**config.mk**
```make
export PLATFORM = sky130hd
export DESIGN_NAME = stats_drain
export DESIGN_NICKNAME = d
export VERILOG_FILES = /design/src/common/probe_pkg.sv /design/src/stats/stats_drain.sv
export SDC_FILE = /design/constraint.sdc
export NUM_CORES = 1
export LEC_CHECK = 0
export ABC_AREA = 1
export CORE_AREA = 2 2 278 280
export DETAILED_ROUTE_END_ITERATION = 10
export DIE_AREA = 0 0 280 282
export DONT_BUFFER_PORTS = 1
export GPL_TIMING_DRIVEN = 0
export PLACE_DENSITY_LB_ADDON = 0.25
export SYNTH_ARGS = -nofsm -noshare
export SYNTH_HDL_FRONTEND = slang
export SYNTH_SLANG_ARGS = --single-unit
```
**constraint.sdc**
```tcl
create_clock -name S_AXI_ACLK -period 2.65 [get_ports S_AXI_ACLK]
set_clock_uncertainty 0.05 [all_clocks]
set_input_delay 0.53 -clock S_AXI_ACLK [delete_from_list [all_inputs] [get_ports S_AXI_ACLK]]
set_output_delay 0.53 -clock S_AXI_ACLK [all_outputs]
set_load 0.03 [all_outputs]
```
**src/common/probe_pkg.sv**
```systemverilog
/* widths, structs and fixed frame constants shared by the traffic probe
   byte 0 of every beat sits in data[7:0]; all stream fields are 256 bits wide */

package probe_pkg;

  ////////////////////////////////////////////////////////////
  // widths

  localparam int TDATA_W = 256;
  localparam int TSTRB_W = TDATA_W / 8;
  localparam int TUSER_W = 128;
  localparam int STAMP_W = 64;
  localparam int SEQ_W   = 32;

  // where the second beat of a test frame carries its fields
  localparam int SEQ_LSB   = 16;
  localparam int STAMP_LSB = SEQ_LSB + SEQ_W;

  ////////////////////////////////////////////////////////////
  // structs

  // one stream beat, 417 bits
  typedef struct packed {
    logic [TDATA_W-1:0] data;
    logic [TSTRB_W-1:0] strb;
    logic [TUSER_W-1:0] user;
    logic               last;
  } stream_beat_t;

  // generator settings, laid out like the old config words
  typedef struct packed {
    logic [TSTRB_W-1:0] last_strb;
    logic [31:0]        payload_words;
    logic [31:0]        frame_count;
    logic [31:0]        gap_cycles;
  } gen_cfg_t;

  // one statistics record, most significant field first
  typedef struct packed {
    logic [15:0]        port_id;
    logic [31:0]        tag;
    logic [STAMP_W-1:0] tx_stamp;
    logic [STAMP_W-1:0] rx_stamp;
    logic [SEQ_W-1:0]   seq_arrived;
    logic [SEQ_W-1:0]   seq_expected;
    logic [15:0]        marker;
  } stat_record_t;

  // result of the latest returning frame
  typedef struct packed {
    logic [STAMP_W-1:0] tx_stamp;
    logic [STAMP_W-1:0] rx_stamp;
    logic [SEQ_W-1:0]   seq_arrived;
    logic [SEQ_W-1:0]   seq_expected;
  } frame_result_t;

  // read-only statistics seen by software
  typedef struct packed {
    logic [STAMP_W-1:0] tx_stamp;
    logic [STAMP_W-1:0] rx_stamp;
    logic [SEQ_W-1:0]   seq_arrived;
    logic [SEQ_W-1:0]   seq_expected;
    logic [31:0]        dma_frame_count;
  } probe_stats_t;

  ////////////////////////////////////////////////////////////
  // header beats, eth + ip fields packed from the top byte down

  localparam logic [TDATA_W-1:0] TEST_HDR_DATA = {8'h00, 32'h00000700, 16'h0900,
    32'h00000600, 8'h01, 32'h0, 16'h0200, 16'h0888, 48'hbbbbbbbbbbbb, 48'haaaaaaaaaaaa};
  localparam logic [TUSER_W-1:0] TEST_HDR_USER = 128'h05_01_0040;

  localparam logic [TDATA_W-1:0] STAT_HDR_DATA = {8'h00, 32'h00000700, 16'h0900,
    32'h00000600, 8'h01, 32'h0, 16'h0200, 16'h0008, 48'hcccccccccccc, 48'hdddddddddddd};
  // port bits 0x02 steer statistics frames to the host
  localparam logic [TUSER_W-1:0] STAT_HDR_USER = 128'h02_80_0320;

  localparam logic [7:0]  PAD_BYTE      = 8'hC3;
  // tail of the ip destination address, spills into the first payload beat
  localparam logic [15:0] IP_TAIL       = 16'h0007;
  localparam logic [31:0] RECORD_TAG    = 32'hcafe_cafe;
  localparam logic [15:0] RECORD_MARKER = 16'hcafe;

endpackage

```
**src/stats/stats_drain.sv**
```systemverilog
`timescale 1ns/1ns
/* a drain starts once the FIFO passes its threshold and sends header plus records
   a frame closes after DRAIN_RECORDS records or on the record that empties the FIFO */

module stats_drain
  import probe_pkg::*;
#(
  parameter int unsigned DRAIN_RECORDS = 29
) (
  input  logic         S_AXI_ACLK,
  input  logic         S_AXI_ARESETN,
  input  logic         clear,
  input  stat_record_t rd_data,
  input  logic         empty,
  input  logic         last_one,
  input  logic         above_threshold,
  output logic         rd_en,
  output stream_beat_t dma_beat,
  output logic         dma_valid,
  input  logic         dma_ready,
  output logic [31:0]  dma_frame_count
);

  localparam int CNT_W = $clog2(DRAIN_RECORDS + 1);

  typedef enum logic [1:0] {
    ST_WAIT,
    ST_HEADER,
    ST_PAYLOAD
  } drain_state_t;

  drain_state_t     state;
  logic [CNT_W-1:0] rec_cnt;
  logic             dma_fire;
  logic             first_rec;
  logic             end_rec;

  assign dma_fire  = dma_valid && dma_ready;
  assign first_rec = (rec_cnt == '0);
  // record limit reached or FIFO about to run dry
  assign end_rec   = last_one || (rec_cnt == CNT_W'(DRAIN_RECORDS - 1));

  ////////////////////////////////////////////////////////////
  // drain FSM and frame counter

  always_ff @(posedge S_AXI_ACLK or negedge S_AXI_ARESETN) begin
    if (!S_AXI_ARESETN) begin
      state           <= ST_WAIT;
      rec_cnt         <= '0;
      dma_frame_count <= '0;
    end else if (clear) begin
      state           <= ST_WAIT;
      rec_cnt         <= '0;
      dma_frame_count <= '0;
    end else begin
      case (state)
        ST_WAIT: begin
          if (above_threshold && !empty) begin
            state <= ST_HEADER;
          end
        end
        ST_HEADER: begin
          if (dma_fire) begin
            state   <= ST_PAYLOAD;
            rec_cnt <= '0;
          end
        end
        ST_PAYLOAD: begin
          if (dma_fire) begin
            rec_cnt <= rec_cnt + 1'b1;
            if (end_rec) begin
              state           <= ST_WAIT;
              dma_frame_count <= dma_frame_count + 32'd1;
            end
          end
        end
        default: state <= ST_WAIT;
      endcase
    end
  end

  ////////////////////////////////////////////////////////////
  // beat contents, head record shown until it is popped

  always_comb begin
    dma_beat  = '0;
    dma_valid = 1'b0;
    case (state)
      ST_HEADER: begin
        dma_valid     = 1'b1;
        dma_beat.data = STAT_HDR_DATA;
        dma_beat.user = STAT_HDR_USER;
        dma_beat.strb = '1;
      end
      ST_PAYLOAD: begin
        dma_valid     = 1'b1;
        dma_beat.data = rd_data;
        // first record carries the ip address tail in its low bytes
        if (first_rec) begin
          dma_beat.data[15:0] = IP_TAIL;
        end
        dma_beat.strb = '1;
        dma_beat.last = end_rec;
      end
      default: ;
    endcase
  end

  // pop exactly on a payload transfer
  assign rd_en = (state == ST_PAYLOAD) && dma_ready;

endmodule

```
==> flow_summary.toml <==
[routing]
first_pass_iters = 5
routed_wl_mm = 40.9
via_per_inst = 3.00
wl_per_cell_um = 18.2
drc = 0
drtIter0Drc = 411
dr_total_vias = 6723
antenna_left = 0

[sta]
max_freq_ghz = 0.381
finalSetupViolations = 0
slew_headroom = 0.490
finalCriticalPeriod_ns = 2.62
post-route-period-util = 0.990
fin_hold_ws_ns = 0.0106
slew_violations = 0
tightest_slew_ns = 0.763
timing.final.ws_setup_ns = 0.0254
timing.final.hold_violations = 0
rsz0062_at_grt = "yes"

[worst_setup_path]
critPathCaptureType = "primary output"
worstSetupPathType = "register to primary output"
cp_common_cell = "buf_4"
path_buf_inv = 5
path_cells = "buf_12 -> ha_4 -> buf_12 -> buf_4 -> buf_4 -> buf_4 -> nor2_1 -> nor2_4"
cp_max_fo = 10
worstPathArrival_ns = 2.04
start_kind = "register"
critPathSlowestCell = "dfrtp_2"
cp.required_ns = 2.07
crit_family = "buffers and inverters"
max_stage_delay_ns = 0.44

[clock_network]
h-tree-depth = 2
insertion_delay_ns = 0.30
cts.path.max_buffers = 2
cts_buffers = 5
cts.sinks = 39
cts_root_buf = "clkbuf_16"
path_clk_slew_ns = 0.07
cts_tree = "built"

[status]
status = "finished clean"

[synth]
synth.avg_cell_area_sq_um = 5.37
ys.warnings.count = 0
ys_seq_area_frac = 0.163
synth_top_area_share = 0.213
yosys-top-cells-area = "nand2_1, buf_4, dfrtp_1, inv_1, nor2_1"
synth_cell_type_count = 30
ys_ff_latch = 39
netlist_area_sq_um = 6000
synthCells = 1118
yosys.area.top_type = "nand2_1"

[cells_and_area]
register_area_sq_um = 977
final_cells = 2242
multi_input_area_sq_um = 3820
final_cell_mix = "nand2_1, inv_1, buf_4"
drive_above_1_share = 0.308
nets = 1529
layout_commonest_cell = "nand2_1"
syn2layout_area_growth_pct = 47.8
fin_area_sq_um = 8870
fill_cells = 8929

[place]
dpl-instance-area_sq_um = 7690
dp.cells = 2218
dp_hpwl_mm = 35.6
gp_congestion = 0.845
place.port_buffers = 0
dpl_worst_slack_ns = -0.986

[min_path]
min_path_type = "input pin to async pin"

[global_routing]
grt_max_degree = 40
track_usage = 0.0943
grt_pass1_vias = 5847
grt_pass1_wl_mm = 51.3
grt_overflow_total = 0
antenna_found_initial = 16

[floorplanning]
core-area_sq_um = 75700
initial_core_util = 0.0793
die_width_um = 280
std_cell_rows = 101
fp.dieH_um = 282
io_pins = 714
die_area_sq_um = 79000

[pwr]
p_per_area_nw_per_um2 = 1030
power.total_w = 0.00916
p_leak_nw = 5.04
irDropWorstVdd_mv = 0.623

[job]
drv_cap = 0
==> area by class of cell <==
| cell class | count | share of cell area |
|---|---|---|
| Antenna cell | 3 | 0.000847 |
| Tap cell | 978 | 0.138 |
| Timing Repair Buffer | 15 | 0.0195 |
| Sequential cell | 39 | 0.110 |
| Multi-Input combinational cell | 762 | 0.431 |
| Clock inverter | 2 | 0.00141 |
| Buffer | 198 | 0.180 |
| Clock buffer | 6 | 0.0145 |
| Inverter | 239 | 0.105 |
==> synthesized netlist by cell type (all sizes together) <==
cell,instances
nand4,4
conb,1
xor2,3
o21bai,3
dfrtp,39
o31ai,2
xnor2,1
o22ai,2
nand3b,1
nor2,183
ha,6
clkinv,1
buf,185
or2,2
a21oi,22
o21ai,10
nand3,54
inv,238
clkbuf,15
nand2,346
==> per-stage QoR <==
stage | util | setup TNS, ns
CTS | 0.115 | -0.367
global route | 0.117 | -0.165
floorplan | - | -0.0489
finish | 0.117 | 0
global placement | 0.102 | -90.90
detailed placement | 0.102 | -85.33
==> sequential cells by signal, indices dropped and copies added, names as in the netlist <==
register,flops
dma_frame_count,32
rec_cnt,5
state,2
==> report_power, final <==
group / switching (W) / internal, W / leakage (nW)
clock network: 0.000293 / 0.000349 / 0.0669
logic: 0.00597 / 0.00192 / 4.43
registers: 0.0000193 / 0.000612 / 0.542
==> routing by layer <==
| metal | track usage | share of wire | vias up |
|---|---|---|---|
| met5 | 0 | 0.0012 | - |
| met4 | 0.0115 | 0.012 | 8 |
| met3 | 0.0405 | 0.099 | 34 |
| met2 | 0.146 | 0.46 | 389 |
| met1 | 0.124 | 0.43 | 3070 |
| li1 | - | - | 3222 |
==> final timing paths <==
path                       slack, ns  cells past startpoint             endpoint           from
hold / removal                  0.01                      1  dma_frame_count[30]  S_AXI_ARESETN
setup / recovery                0.03                      8        dma_beat[188]       state[0]
hold reg to reg                 0.51                      2             state[0]       state[0]
max in group asynchronous       2.29                      1             state[0]  S_AXI_ARESETN
min in group S_AXI_ACLK         0.28                      1   dma_frame_count[4]          clear
setup reg to reg                0.48                      8  dma_frame_count[29]       state[0]
==> cell families (layout without fill, tap and decap cells) <==
family / count (synthesis) / count (layout) / share of synthesized area
fa+ha+maj: 6 / 6 / 0.0125
compound gates: 39 / 39 / 0.0357
xor+xnor: 4 / 4 / 0.00584
flops: 39 / 39 / 0.163
buf+inv: 439 / 460 / 0.383
simple gates: 590 / 590 / 0.399
other cells: 1 / 126 / 0.000625
==> timing repair <==
action / in CTS / in global routing
setup endpoints to repair: 244 / 192
hold buffers: 1 / 0
cloned: 2 / 1
buffers inserted: 8 / 3
pin swaps: 8 / 10
gates resized for setup: 215 / 73
hold endpoints to repair: 39 / 0
(Power assumes the default switching activity.)
