[config.mk]
export PLATFORM = sky130hd
export DESIGN_NAME = rx_frame_check
export DESIGN_NICKNAME = d
export VERILOG_FILES = /design/src/common/probe_pkg.sv /design/src/hw/rx_frame_check.sv
export SDC_FILE = /design/constraint.sdc
export NUM_CORES = 1
export LEC_CHECK = 0
export CAP_MARGIN = 20
export CORE_AREA = 2 2 365 367
export CTS_CLUSTER_SIZE = 28
export DETAILED_ROUTE_END_ITERATION = 10
export DIE_AREA = 0 0 367 369
export DONT_BUFFER_PORTS = 1
export GPL_TIMING_DRIVEN = 0
export SKIP_LAST_GASP = 1
export SYNTH_ARGS = -nofsm -noshare
export SYNTH_HDL_FRONTEND = slang
export SYNTH_SLANG_ARGS = --single-unit
[constraint.sdc]
create_clock -name S_AXI_ACLK -period 5.22 [get_ports S_AXI_ACLK]
set_input_delay 1.044 -clock S_AXI_ACLK [delete_from_list [all_inputs] [get_ports S_AXI_ACLK]]
set_output_delay 1.044 -clock S_AXI_ACLK [all_outputs]
set_load 0.05 [all_outputs]
[src/common/probe_pkg.sv]
/* widths, structs and fixed frame constants shared by the traffic probe
   byte 0 of every beat sits in data[7:0]; all stream fields are 256 bits wide */

package probe_pkg;

  ////////////////////////////////////////////////////////////
  // widths

  localparam int TDATA_W = 256;
  localparam int TSTRB_W = TDATA_W / 8;
  localparam int TUSER_W = 128;
  localparam int STAMP_W = 64;
  localparam int SEQ_W   = 32;

  // where the second beat of a test frame carries its fields
  localparam int SEQ_LSB   = 16;
  localparam int STAMP_LSB = SEQ_LSB + SEQ_W;

  ////////////////////////////////////////////////////////////
  // structs

  // one stream beat, 417 bits
  typedef struct packed {
    logic [TDATA_W-1:0] data;
    logic [TSTRB_W-1:0] strb;
    logic [TUSER_W-1:0] user;
    logic               last;
  } stream_beat_t;

  // generator settings, laid out like the old config words
  typedef struct packed {
    logic [TSTRB_W-1:0] last_strb;
    logic [31:0]        payload_words;
    logic [31:0]        frame_count;
    logic [31:0]        gap_cycles;
  } gen_cfg_t;

  // one statistics record, most significant field first
  typedef struct packed {
    logic [15:0]        port_id;
    logic [31:0]        tag;
    logic [STAMP_W-1:0] tx_stamp;
    logic [STAMP_W-1:0] rx_stamp;
    logic [SEQ_W-1:0]   seq_arrived;
    logic [SEQ_W-1:0]   seq_expected;
    logic [15:0]        marker;
  } stat_record_t;

  // result of the latest returning frame
  typedef struct packed {
    logic [STAMP_W-1:0] tx_stamp;
    logic [STAMP_W-1:0] rx_stamp;
    logic [SEQ_W-1:0]   seq_arrived;
    logic [SEQ_W-1:0]   seq_expected;
  } frame_result_t;

  // read-only statistics seen by software
  typedef struct packed {
    logic [STAMP_W-1:0] tx_stamp;
    logic [STAMP_W-1:0] rx_stamp;
    logic [SEQ_W-1:0]   seq_arrived;
    logic [SEQ_W-1:0]   seq_expected;
    logic [31:0]        dma_frame_count;
  } probe_stats_t;

  ////////////////////////////////////////////////////////////
  // header beats, eth + ip fields packed from the top byte down

  localparam logic [TDATA_W-1:0] TEST_HDR_DATA = {8'h00, 32'h00000700, 16'h0900,
    32'h00000600, 8'h01, 32'h0, 16'h0200, 16'h0888, 48'hbbbbbbbbbbbb, 48'haaaaaaaaaaaa};
  localparam logic [TUSER_W-1:0] TEST_HDR_USER = 128'h05_01_0040;

  localparam logic [TDATA_W-1:0] STAT_HDR_DATA = {8'h00, 32'h00000700, 16'h0900,
    32'h00000600, 8'h01, 32'h0, 16'h0200, 16'h0008, 48'hcccccccccccc, 48'hdddddddddddd};
  // port bits 0x02 steer statistics frames to the host
  localparam logic [TUSER_W-1:0] STAT_HDR_USER = 128'h02_80_0320;

  localparam logic [7:0]  PAD_BYTE      = 8'hC3;
  // tail of the ip destination address, spills into the first payload beat
  localparam logic [15:0] IP_TAIL       = 16'h0007;
  localparam logic [31:0] RECORD_TAG    = 32'hcafe_cafe;
  localparam logic [15:0] RECORD_MARKER = 16'hcafe;

endpackage

[src/hw/rx_frame_check.sv]
`timescale 1ns/1ns
/* always ready, so every rx_valid cycle is a transfer
   rec_write pulses two cycles after a frame's second beat; one record per frame */

module rx_frame_check
  import probe_pkg::*;
#(
  parameter int unsigned PORT_ID = 20
) (
  input  logic               S_AXI_ACLK,
  input  logic               S_AXI_ARESETN,
  input  logic               clear,
  input  stream_beat_t       rx_beat,
  input  logic               rx_valid,
  input  logic [STAMP_W-1:0] stamp_counter,
  output stat_record_t       rec_data,
  output logic               rec_write,
  output frame_result_t      last_result
);

  typedef enum logic [1:0] {
    ST_WAIT,
    ST_HEADER,
    ST_SECOND
  } rx_state_t;

  rx_state_t        state;
  logic [SEQ_W-1:0] rx_count;
  logic             second_hit;
  logic             hit_q;

  // second beat of a frame arrives now
  assign second_hit = rx_valid && (state == ST_HEADER);

  always_ff @(posedge S_AXI_ACLK or negedge S_AXI_ARESETN) begin
    if (!S_AXI_ARESETN) begin
      state       <= ST_WAIT;
      rx_count    <= '0;
      hit_q       <= 1'b0;
      rec_write   <= 1'b0;
      last_result <= '0;
    end else if (clear) begin
      state       <= ST_WAIT;
      rx_count    <= '0;
      hit_q       <= 1'b0;
      rec_write   <= 1'b0;
      last_result <= '0;
    end else begin
      // two-stage pulse toward the FIFO
      hit_q     <= second_hit;
      rec_write <= hit_q;
      case (state)
        ST_WAIT: begin
          // header beat, a lone one-beat frame is skipped
          if (rx_valid && !rx_beat.last) begin
            state <= ST_HEADER;
          end
        end
        ST_HEADER: begin
          if (rx_valid) begin
            state                    <= rx_beat.last ? ST_WAIT : ST_SECOND;
            last_result.seq_arrived  <= rx_beat.data[SEQ_LSB +: SEQ_W];
            last_result.tx_stamp     <= rx_beat.data[STAMP_LSB +: STAMP_W];
            last_result.rx_stamp     <= stamp_counter;
            last_result.seq_expected <= rx_count;
            rx_count                 <= rx_count + 1'b1;
          end
        end
        ST_SECOND: begin
          // rest of the payload, wait for the end
          if (rx_valid && rx_beat.last) begin
            state <= ST_WAIT;
          end
        end
        default: state <= ST_WAIT;
      endcase
    end
  end

  // record built straight from the latched result
  assign rec_data = '{
    port_id:      16'(PORT_ID),
    tag:          RECORD_TAG,
    tx_stamp:     last_result.tx_stamp,
    rx_stamp:     last_result.rx_stamp,
    seq_arrived:  last_result.seq_arrived,
    seq_expected: last_result.seq_expected,
    marker:       RECORD_MARKER
  };

endmodule

==> out/qor.yml <==
setup_violations: 0
die_area_um2: 135000
ant_nets: 0
powerDensity_nw_per_um2: 327
syn_to_final_growth_pct: 32.6
timing.rr.end: "last_result[59]"
worst-path-buf-inv: 1
clock_power_share: 0.495
wl_per_cell_um: 16.1
grt_max_degree: 229
crit_path_max_fanout: 3
cp.arrival_ns: 1.85
cts_buffer_depth: 3
power_leakage_nw: 6.11
critical_path_required_ns: 4.18
cts_made_buffers: 35
cp-startpoint: "last_result[100]"
comb_power_share: 0.098
multi_input_area_um2: 3450
ir_drop_mv: 0.189
rr_worst_depth: 7
drive_gt1_frac: 0.234
hpwl_mm: 40.8
layout.nets: 1858
tritoncts: "built"
critPathSlowestCell: "dfrtp_1"
maxSlewViolCount: 0
synth.largest_area_cell: "dfrtp_1"
clk_pin_slew_ns: 0.05
relSlewSlack: 0.313
p_seq_frac: 0.407
clockRootBuffer: "clkbuf_16"
synth_area_leaders: "dfrtp_1 51%, buf_4 17%, nand2_1 13%"
yosysSeqAreaShare: 0.512
dr.pass1.iters: 4
cts_sinks: 228
dr_total_vias: 8672
hold_viol_final: 0
yosys_warnings: 0
p_int_w: 0.00336
yosys.area.top_type_share: 0.512
portBuffers: 0
avgSynthCellArea_um2: 8.78
hp-class: "in -> async"
start_util: 0.0849
die_h_um: 369
min_period_ns: 2.89
rows: 133
grt_use_total: 0.0720
wirelength_mm: 50.8
setup_tns_ns: 0
clk_latency_ns: 0.56
drc_errors: 0
antenna_found_initial: 7
rsz0062_at_grt: "no"
drtIter0Drc: 402
htree_levels: 2
post_cts_buffers: 0
cp_cell_sequence: "buf_4"
gp_congestion: 0.789
swShare: 0.304
grt_pass1_wl_mm: 67.6
worstSetupEndpoint: "rec_data[116]"
clock.fmax_mhz: 346
core_area_um2: 131000
status: "finished clean"
vias_per_cell: 2.75
ys_seq_elements: 228
crit_cells: 1
end_kind: "primary output"
ys_types: 34
min_period_over_period: 0.553
power_switching_w: 0.00147
fp.dieW_um: 367
synthesis.area_um2: 11100
n_fill_cell: 15300
grt.overflow.total: 0
finalClockSkew_ns: 0.0145
reg2reg_from: "state[1]"
grt_pass1_vias: 8456
ctsHoldBuffers: 0
rrSetupSlack_ns: 2.66
regArea_um2: 5710
cp-start-kind: "flop"
io_pins: 934
synthCells: 1269
crit_family: "flip-flops"
max-cap-violations: 0
fin_util: 0.113
crit_type: "reg -> out"
slowest_delay_ns: 0.91
cts-resized-gates: 0
worst_slew_pin_slew_ns: 1.03
final cells by class:
| type | instances | share of cell area |
|---|---|---|
| flip-flops and latches | 228 | 0.386 |
| multi-input cells | 771 | 0.233 |
| plain buffers | 328 | 0.149 |
| well taps | 1755 | 0.149 |
| clock buffers | 45 | 0.0652 |
| clock inverters | 13 | 0.0117 |
| repair buffers | 4 | 0.00381 |
| inverters | 4 | 0.00102 |
| diodes | 3 | 0.000508 |
worst min-delay path by stage:
stage                     slack (ns)              end  cells past startpoint           from
after floorplan                 0.44         state[0]                      1       state[1]
after global placement          0.46         state[0]                      1       state[1]
after detailed placement        0.47        rec_write                      1          hit_q
after CTS                       0.12  last_result[54]                      0  S_AXI_ARESETN
after global routing            0.12        rec_write                      0  S_AXI_ARESETN
final                           0.19        rec_write                      0  S_AXI_ARESETN
cells by family (layout without fill, tap and decap cells):
kind of cell / count (synthesis) / count (layout) / synth area share
AO/OA/AOI/OAI: 208 / 208 / 0.0940
XOR/XNOR: 24 / 24 / 0.0189
adder cells (fa/ha/maj): 1 / 1 / 0.00112
buffers and inverters: 332 / 394 / 0.199
flip-flops: 228 / 228 / 0.512
multiplexers: 1 / 1 / 0.000899
other: 2 / 67 / 0.000674
AND/OR/NAND/NOR: 473 / 473 / 0.173
routing by layer:
layer / vias up / track usage / routed length, µm / part of all wire
met5: - / 0 / 13 / 0.00026
met4: 2 / 0.0258 / 1640 / 0.032
met3: 70 / 0.0391 / 6830 / 0.13
met2: 543 / 0.112 / 22500 / 0.44
met1: 4115 / 0.0830 / 19900 / 0.39
li1: 3942 / - / - / -
synth_stat cells:
cell	count
nor2b_1	1
clkbuf_1	61
buf_2	3
xnor2_1	4
a31oi_1	1
and4_4	1
nand3_1	10
and4_1	2
xor2_1	20
nand3_4	1
ha_1	1
nor3_1	2
nand3_2	1
nor4_2	1
or3_1	5
buf_6	1
and3_1	5
dfrtp_1	228
a21oi_1	200
conb_1	2
buf_4	256
inv_1	4
o31ai_1	2
o21ai_0	5
and2_1	1
buf_1	7
mux2i_1	1
nor3_4	1
nand3b_1	1
nor2_1	30
and3b_1	1
nand2_1	395
or4_1	2
nand4_1	13
layout by cell type, fill, tap and decap left out, drive strengths merged:
cell	netlist	final
and3	5	5
ha	1	1
or4	2	2
buf	267	271
a21oi	200	200
o21ai	5	5
mux2i	1	1
nor2	30	30
a31oi	1	1
nor2b	1	1
conb	2	64
xor2	20	20
inv	4	8
nand4	13	13
nand2	395	395
dfrtp	228	228
clkbuf	61	106
xnor2	4	4
o31ai	2	2
or3	5	5
diode	0	3
and2	1	1
nand3b	1	1
bufinv	0	3
nor3	3	3
clkinvlp	0	1
and4	3	3
clkinv	0	5
and3b	1	1
nor4	1	1
nand3	12	12
per-stage QoR:
stage	total power, W	area, µm²	instances	hold slack, ns	worst slack, ns
4_1_cts	0.00498	14800	3148	0.117	2.22
6_report	0.00484	14800	3151	0.186	2.33
2_1_floorplan	0.00237	11400	1331	0.438	2.99
5_1_grt	0.00507	14800	3148	0.116	2.24
3_5_place_dp	0.00248	13600	3090	0.472	1.89
3_3_place_gp	0.00248	13600	3086	0.459	1.32
state kept, by name (all words and copies together), names as in the netlist:
register / flops
last_result: 192
rec_write: 1
hit_q: 1
state: 2
rx_count: 32
worst register-to-register path: stages (launching register included):
cell	delay, ns
dfrtp_1	0.40
and3b_1	0.20
buf_2	0.25
clkbuf_1	0.48
buf_8	0.22
clkbuf_1	0.60
nand2_1	0.17
a21oi_1	0.15
power by group through the flow:
stage | Combinational (W) | Clock (W) | Sequential [W]
2_1_floorplan | 0.000399 | 0 | 0.00197
3_3_place_gp | 0.000474 | 0 | 0.00200
3_5_place_dp | 0.000480 | 0 | 0.00200
4_1_cts | 0.000480 | 0.00253 | 0.00197
5_1_grt | 0.000502 | 0.00259 | 0.00198
6_report | 0.000472 | 0.00240 | 0.00197
No activity file was read; power rests on OpenSTA's default activity.
