`config.mk`:
```
export PLATFORM = sky130hd
export DESIGN_NAME = tx_frame_gen
export DESIGN_NICKNAME = d
export VERILOG_FILES = /design/src/common/probe_pkg.sv /design/src/hw/tx_frame_gen.sv
export SDC_FILE = /design/constraint.sdc
export NUM_CORES = 1
export LEC_CHECK = 0
export ABC_AREA = 1
export BUFFER_PORTS_ARGS = -buffer_cell sky130_fd_sc_hd__buf_2
export CAP_MARGIN = 40
export CORE_AREA = 2 2 242 244
export DETAILED_ROUTE_END_ITERATION = 8
export DIE_AREA = 0 0 244 246
export PLACE_DENSITY = 0.54
export REMOVE_ABC_BUFFERS = 1
export SLEW_MARGIN = 0
export SYNTH_ARGS = -nofsm -noshare
export SYNTH_HDL_FRONTEND = slang
export SYNTH_SLANG_ARGS = --single-unit
```
`constraint.sdc`:
```
create_clock -name S_AXI_ACLK -period 14.7 [get_ports S_AXI_ACLK]
set_input_delay 1.47 -clock S_AXI_ACLK [delete_from_list [all_inputs] [get_ports S_AXI_ACLK]]
set_output_delay 1.47 -clock S_AXI_ACLK [all_outputs]
set_load 0.05 [all_outputs]
```
`src/common/probe_pkg.sv`:
```
/* widths, structs and fixed frame constants shared by the traffic probe
   byte 0 of every beat sits in data[7:0]; all stream fields are 256 bits wide */

package probe_pkg;

  ////////////////////////////////////////////////////////////
  // widths

  localparam int TDATA_W = 256;
  localparam int TSTRB_W = TDATA_W / 8;
  localparam int TUSER_W = 128;
  localparam int STAMP_W = 64;
  localparam int SEQ_W   = 32;

  // where the second beat of a test frame carries its fields
  localparam int SEQ_LSB   = 16;
  localparam int STAMP_LSB = SEQ_LSB + SEQ_W;

  ////////////////////////////////////////////////////////////
  // structs

  // one stream beat, 417 bits
  typedef struct packed {
    logic [TDATA_W-1:0] data;
    logic [TSTRB_W-1:0] strb;
    logic [TUSER_W-1:0] user;
    logic               last;
  } stream_beat_t;

  // generator settings, laid out like the old config words
  typedef struct packed {
    logic [TSTRB_W-1:0] last_strb;
    logic [31:0]        payload_words;
    logic [31:0]        frame_count;
    logic [31:0]        gap_cycles;
  } gen_cfg_t;

  // one statistics record, most significant field first
  typedef struct packed {
    logic [15:0]        port_id;
    logic [31:0]        tag;
    logic [STAMP_W-1:0] tx_stamp;
    logic [STAMP_W-1:0] rx_stamp;
    logic [SEQ_W-1:0]   seq_arrived;
    logic [SEQ_W-1:0]   seq_expected;
    logic [15:0]        marker;
  } stat_record_t;

  // result of the latest returning frame
  typedef struct packed {
    logic [STAMP_W-1:0] tx_stamp;
    logic [STAMP_W-1:0] rx_stamp;
    logic [SEQ_W-1:0]   seq_arrived;
    logic [SEQ_W-1:0]   seq_expected;
  } frame_result_t;

  // read-only statistics seen by software
  typedef struct packed {
    logic [STAMP_W-1:0] tx_stamp;
    logic [STAMP_W-1:0] rx_stamp;
    logic [SEQ_W-1:0]   seq_arrived;
    logic [SEQ_W-1:0]   seq_expected;
    logic [31:0]        dma_frame_count;
  } probe_stats_t;

  ////////////////////////////////////////////////////////////
  // header beats, eth + ip fields packed from the top byte down

  localparam logic [TDATA_W-1:0] TEST_HDR_DATA = {8'h00, 32'h00000700, 16'h0900,
    32'h00000600, 8'h01, 32'h0, 16'h0200, 16'h0888, 48'hbbbbbbbbbbbb, 48'haaaaaaaaaaaa};
  localparam logic [TUSER_W-1:0] TEST_HDR_USER = 128'h05_01_0040;

  localparam logic [TDATA_W-1:0] STAT_HDR_DATA = {8'h00, 32'h00000700, 16'h0900,
    32'h00000600, 8'h01, 32'h0, 16'h0200, 16'h0008, 48'hcccccccccccc, 48'hdddddddddddd};
  // port bits 0x02 steer statistics frames to the host
  localparam logic [TUSER_W-1:0] STAT_HDR_USER = 128'h02_80_0320;

  localparam logic [7:0]  PAD_BYTE      = 8'hC3;
  // tail of the ip destination address, spills into the first payload beat
  localparam logic [15:0] IP_TAIL       = 16'h0007;
  localparam logic [31:0] RECORD_TAG    = 32'hcafe_cafe;
  localparam logic [15:0] RECORD_MARKER = 16'hcafe;

endpackage

```
`src/hw/tx_frame_gen.sv`:
```
`timescale 1ns/1ns
/* cfg is taken once per burst when start is seen in idle; payload_words >= 1 assumed
   the departure stamp is the stamp_counter value at the header beat's transfer */

module tx_frame_gen
  import probe_pkg::*;
(
  input  logic               S_AXI_ACLK,
  input  logic               S_AXI_ARESETN,
  input  logic               clear,
  input  logic               start,
  input  gen_cfg_t           cfg,
  input  logic [STAMP_W-1:0] stamp_counter,
  output stream_beat_t       tx_beat,
  output logic               tx_valid,
  input  logic               tx_ready
);

  // padding bytes ahead of stamp, sequence number and ip tail
  localparam int PAD_BYTES = (TDATA_W - STAMP_W - SEQ_W - 16) / 8;

  typedef enum logic [1:0] {
    ST_IDLE,
    ST_GAP,
    ST_HEADER,
    ST_PAYLOAD
  } tx_state_t;

  tx_state_t          state;
  gen_cfg_t           cfg_q;
  logic [31:0]        gap_cnt;
  logic [31:0]        frames_left;
  logic [31:0]        words_left;
  logic [SEQ_W-1:0]   seq_num;
  logic [STAMP_W-1:0] depart_stamp;
  logic               tx_fire;
  logic               first_word;
  logic               last_word;

  assign tx_fire    = tx_valid && tx_ready;
  // words_left still at its load value on the first payload beat
  assign first_word = (words_left == cfg_q.payload_words);
  assign last_word  = (words_left <= 32'd1);

  ////////////////////////////////////////////////////////////
  // burst FSM and counters

  always_ff @(posedge S_AXI_ACLK or negedge S_AXI_ARESETN) begin
    if (!S_AXI_ARESETN) begin
      state       <= ST_IDLE;
      gap_cnt     <= '0;
      frames_left <= '0;
      words_left  <= '0;
      seq_num     <= '0;
    end else if (clear) begin
      state       <= ST_IDLE;
      gap_cnt     <= '0;
      frames_left <= '0;
      words_left  <= '0;
      seq_num     <= '0;
    end else begin
      case (state)
        ST_IDLE: begin
          // a zero frame count leaves the generator idle
          if (start && (cfg.frame_count != 32'd0)) begin
            state       <= ST_GAP;
            frames_left <= cfg.frame_count;
            gap_cnt     <= cfg.gap_cycles;
          end
        end
        ST_GAP: begin
          gap_cnt <= gap_cnt - 32'd1;
          if (gap_cnt <= 32'd1) begin
            state <= ST_HEADER;
          end
        end
        ST_HEADER: begin
          if (tx_fire) begin
            state      <= ST_PAYLOAD;
            words_left <= cfg_q.payload_words;
          end
        end
        ST_PAYLOAD: begin
          if (tx_fire) begin
            words_left <= words_left - 32'd1;
            if (last_word) begin
              // frame done, sequence number runs on across bursts
              seq_num     <= seq_num + 1'b1;
              frames_left <= frames_left - 32'd1;
              gap_cnt     <= cfg_q.gap_cycles;
              state       <= (frames_left == 32'd1) ? ST_IDLE : ST_GAP;
            end
          end
        end
        default: state <= ST_IDLE;
      endcase
    end
  end

  // burst settings and departure stamp
  always_ff @(posedge S_AXI_ACLK) begin
    if ((state == ST_IDLE) && start) begin
      cfg_q <= cfg;
    end
    // held so the first payload beat stays steady under back-pressure
    if ((state == ST_HEADER) && tx_fire) begin
      depart_stamp <= stamp_counter;
    end
  end

  ////////////////////////////////////////////////////////////
  // beat contents, decoded from state only

  always_comb begin
    tx_beat  = '0;
    tx_valid = 1'b0;
    case (state)
      ST_HEADER: begin
        tx_valid     = 1'b1;
        tx_beat.data = TEST_HDR_DATA;
        tx_beat.user = TEST_HDR_USER;
        tx_beat.strb = '1;
      end
      ST_PAYLOAD: begin
        tx_valid = 1'b1;
        if (first_word) begin
          tx_beat.data = {{PAD_BYTES{PAD_BYTE}}, depart_stamp, seq_num, IP_TAIL};
        end else begin
          tx_beat.data = {TSTRB_W{PAD_BYTE}};
        end
        // partial strobe only on the closing beat
        tx_beat.strb = last_word ? cfg_q.last_strb : '1;
        tx_beat.last = last_word;
      end
      default: ;
    endcase
  end

endmodule

```
==> impl_metrics.csv <==
group,metric,value,unit
clock_network,htreeDepth,2,
pwr,switching_share,0.514,
floorplan,start_util,0.328,
clock_network,clk_latency,0.56,ns
setup_path,reg2reg_slack,10.66,ns
place,dpl.hpwl,42.6,mm
floorplan,die_area,60000,um2
timing,skew,0.0228,ns
setup_path,end_kind,"primary output",
min_path,hp-class,"flip-flop to flip-flop",
timing,hold_viol,0,
pwr,p_switching,2.26,mW
setup_path,critPathBufInv,3,
global_route,grt_max_degree,79,
cells_and_area,area_growth,15.1,%
setup_path,cp_slowest_cell,"nand2_1",
synthesis,synth.area.top_cells,"edfxtp_1, dfrtp_1, nand2_1",
drt,drc,0,
floorplan,die_w,244,um
synthesis,ys_async_sr_fraction,0.448,
cells_and_area,mostFrequentLayoutCell,"nand2_1",
synthesis,yosysUniqueCellTypes,45,
flow_run,drv_cap,0,
place,numPortBuffers,418,
synthesis,synth_area_leader_cell,"edfxtp_1",
setup_path,critical_path_class,"flip-flop to primary output",
clock_network,clockBufferDepth,3,
timing,setup_slack,9.51,ns
timing,fmax,193,MHz
drt,ant_nets,0,
floorplan,core_area,57400,um2
timing,setup_tns,0,ns
drt,vias,16800,
clock_network,root_buffer,"clkbuf_16",
timing,tightest_slew,0.857,ns
drt,wire_per_inst,16.4,um
place,pre_cts_slack,10.09,ns
pwr,pwr-share-seq,0.268,
floorplan,core.rowCount,88,
drt,dr.pass1.iters,7,
place,gp_congestion,0.870,
clock_network,cts_tree,"yes",
synthesis,synth_edf_count,160,
synthesis,yosysSeqAreaShare,0.428,
global_route,grt_pass1_wl,90.7,mm
timing,period_share,0.353,
global_route,grt_util_all_layers,0.190,
pwr,power_leakage,10.9,nW
synthesis,ys_seq_elements,290,
pwr,ir_drop,0.152,mV
pwr,clkPwrFrac,0.215,
cells_and_area,nFillCells,6041,
setup_path,crit_family,"simple AND/OR/NAND/NOR gates",
cells_and_area,final_nets,2982,
status,status,"finished, final reports clean",
setup_path,worst_ep_required_time,13.23,ns
setup_path,critPathMaxStageDelay,0.60,ns
global_route,first_global_vias,16100,
global_route,grt_overflow,0,
setup_path,critPathLaunchType,"flip-flop",
clock_network,ctsResizeCount,0,
pwr,p_int,2.14,mW
cells_and_area,layout-drive-gt1-share,0.200,
clock_network,cts.sinks,290,
timing,final_max_slew_viol_count,0,
timing,rsz0062_at_grt,"false",
setup_path,crit_chain,"xnor2_1 > nand2_1 > nor3_1 > nand2_1 > nor2_2 > buf_4 > nand2_1 > buf_8 > nand2_1 > o21ai_0 > buf_2",
timing,fin_crit,5.19,ns
synthesis,synth.avg_cell_area,7.62,um2
synthesis,yosys_warnings,0,
drt,via_per_inst,4.72,
floorplan,dieHeight,246,um
clock_network,post-cts-setup-buffers,0,
pwr,power_density,203,nW/um2
pwr,pwr-share-comb,0.517,
clock_network,clkTransAtPathRegs,0.06,ns
drt,drtIter0Drc,1094,
pwr,finalPower,4.40,mW
setup_path,crit_path_frequent_cell,"nand2_1",
global_route,antenna_found_initial,9,
clock_network,postCtsHoldBufs,0,
cells_and_area,final_cell_mix,"nand2_1, buf_2, nor2_1",
clock_network,numCtsBuffers,38,
synthesis,synth_ff_type,"edfxtp_1",
setup_path,arrival,3.72,ns
setup_path,path_max_fanout,30,
synthesis,netlist_instances,2470,
floorplan,pin_count,615,
synthesis,mappedNetlistArea,18800,um2
timing,slew_headroom,0.428,
drt,wl,58.7,mm
timing,finalSetupViolations,0,
synthesis,yosysTopAreaCellShare,0.255,
==> cell families after synthesis <==
family | synth area share
XOR/XNOR | 0.0181
flip-flops | 0.428
AND/OR/NAND/NOR | 0.280
other | 0.000199
AO/OA/AOI/OAI | 0.0913
buffers and inverters | 0.175
adder cells (fa/ha/maj) | 0.00797
==> worst paths after layout <==
path | startpoint | endpoint | cells after the start
worst max register to register | state[0]$_DFFE_PN0P_ | words_left[4]$_DFFE_PN0P_ | 10
max in group asynchronous | S_AXI_ARESETN | words_left[27]$_DFFE_PN0P_ | 2
worst max-delay path | words_left[11]$_DFFE_PN0P_ | tx_beat[201] | 11
worst min-delay path | frames_left[11]$_DFFE_PN0P_ | frames_left[11]$_DFFE_PN0P_ | 2
min in group asynchronous | S_AXI_ARESETN | frames_left[26]$_DFFE_PN0P_ | 1
worst min register to register | frames_left[11]$_DFFE_PN0P_ | frames_left[11]$_DFFE_PN0P_ | 2
==> worst min-delay path, stage by stage, from the launching register on <==
cell	delay, ns
dfrtp_1	0.39
nand2_1	0.07
nand2_1	0.06
==> synthesized netlist by cell type (31+ instances only) <==
library cell and n:
buf_4 286, dfrtp_1 130, xor2_1 31, a21oi_1 63, o21bai_1 39, edfxtp_1 160, nand2_1 597, clkbuf_1 62
o21ai_0 132, nand4_1 74, nand3_1 152, inv_1 202, nor2_1 348
==> state kept, by name (all words and copies together) (netlist names) <==
signal	flops
cfg_q	96
depart_stamp	64
frames_left	32
gap_cnt	32
seq_num	32
words_left	32
state	2
==> stage by stage <==
stage	util	hold slack [ns]	cells	instance area [um2]
global placement	0.354	0.513	3491	20300
detailed placement	0.356	0.522	3498	20400
CTS	0.378	0.541	3568	21700
global route	0.378	0.583	3572	21700
finish	0.378	0.542	3572	21700
floorplan	-	0.488	2290	17100
==> routing by layer <==
layer,track usage,routed length (um),up-vias
met1,0.249,25400,7828
met2,0.310,27200,705
li1,-,-,8180
met3,0.0422,4290,126
met5,0,46,-
met4,0.0640,1750,6
==> final cells by class <==
| class | instances | area (um2) | share of cell area |
|---|---|---|---|
| Inverter | 207 | 779 | 0.0360 |
| Antenna cell | 4 | 10.0 | 0.000462 |
| Multi-Input combinational cell | 1793 | 8260 | 0.381 |
| Clock buffer | 50 | 1050 | 0.0483 |
| Timing Repair Buffer | 443 | 2360 | 0.109 |
| Tap cell | 765 | 957 | 0.0442 |
| Clock inverter | 20 | 208 | 0.00958 |
| Sequential cell | 290 | 8060 | 0.372 |
==> power groups by stage <==
stage               clock (mW)  combinational [mW]  sequential (mW)
floorplan                    0                1.74             1.15
global placement             0                2.23             1.19
detailed placement           0                2.28             1.19
CTS                      0.973                2.29             1.18
global route              1.00                2.49             1.21
finish                   0.945                2.27             1.18
(Power assumes the default switching activity.)
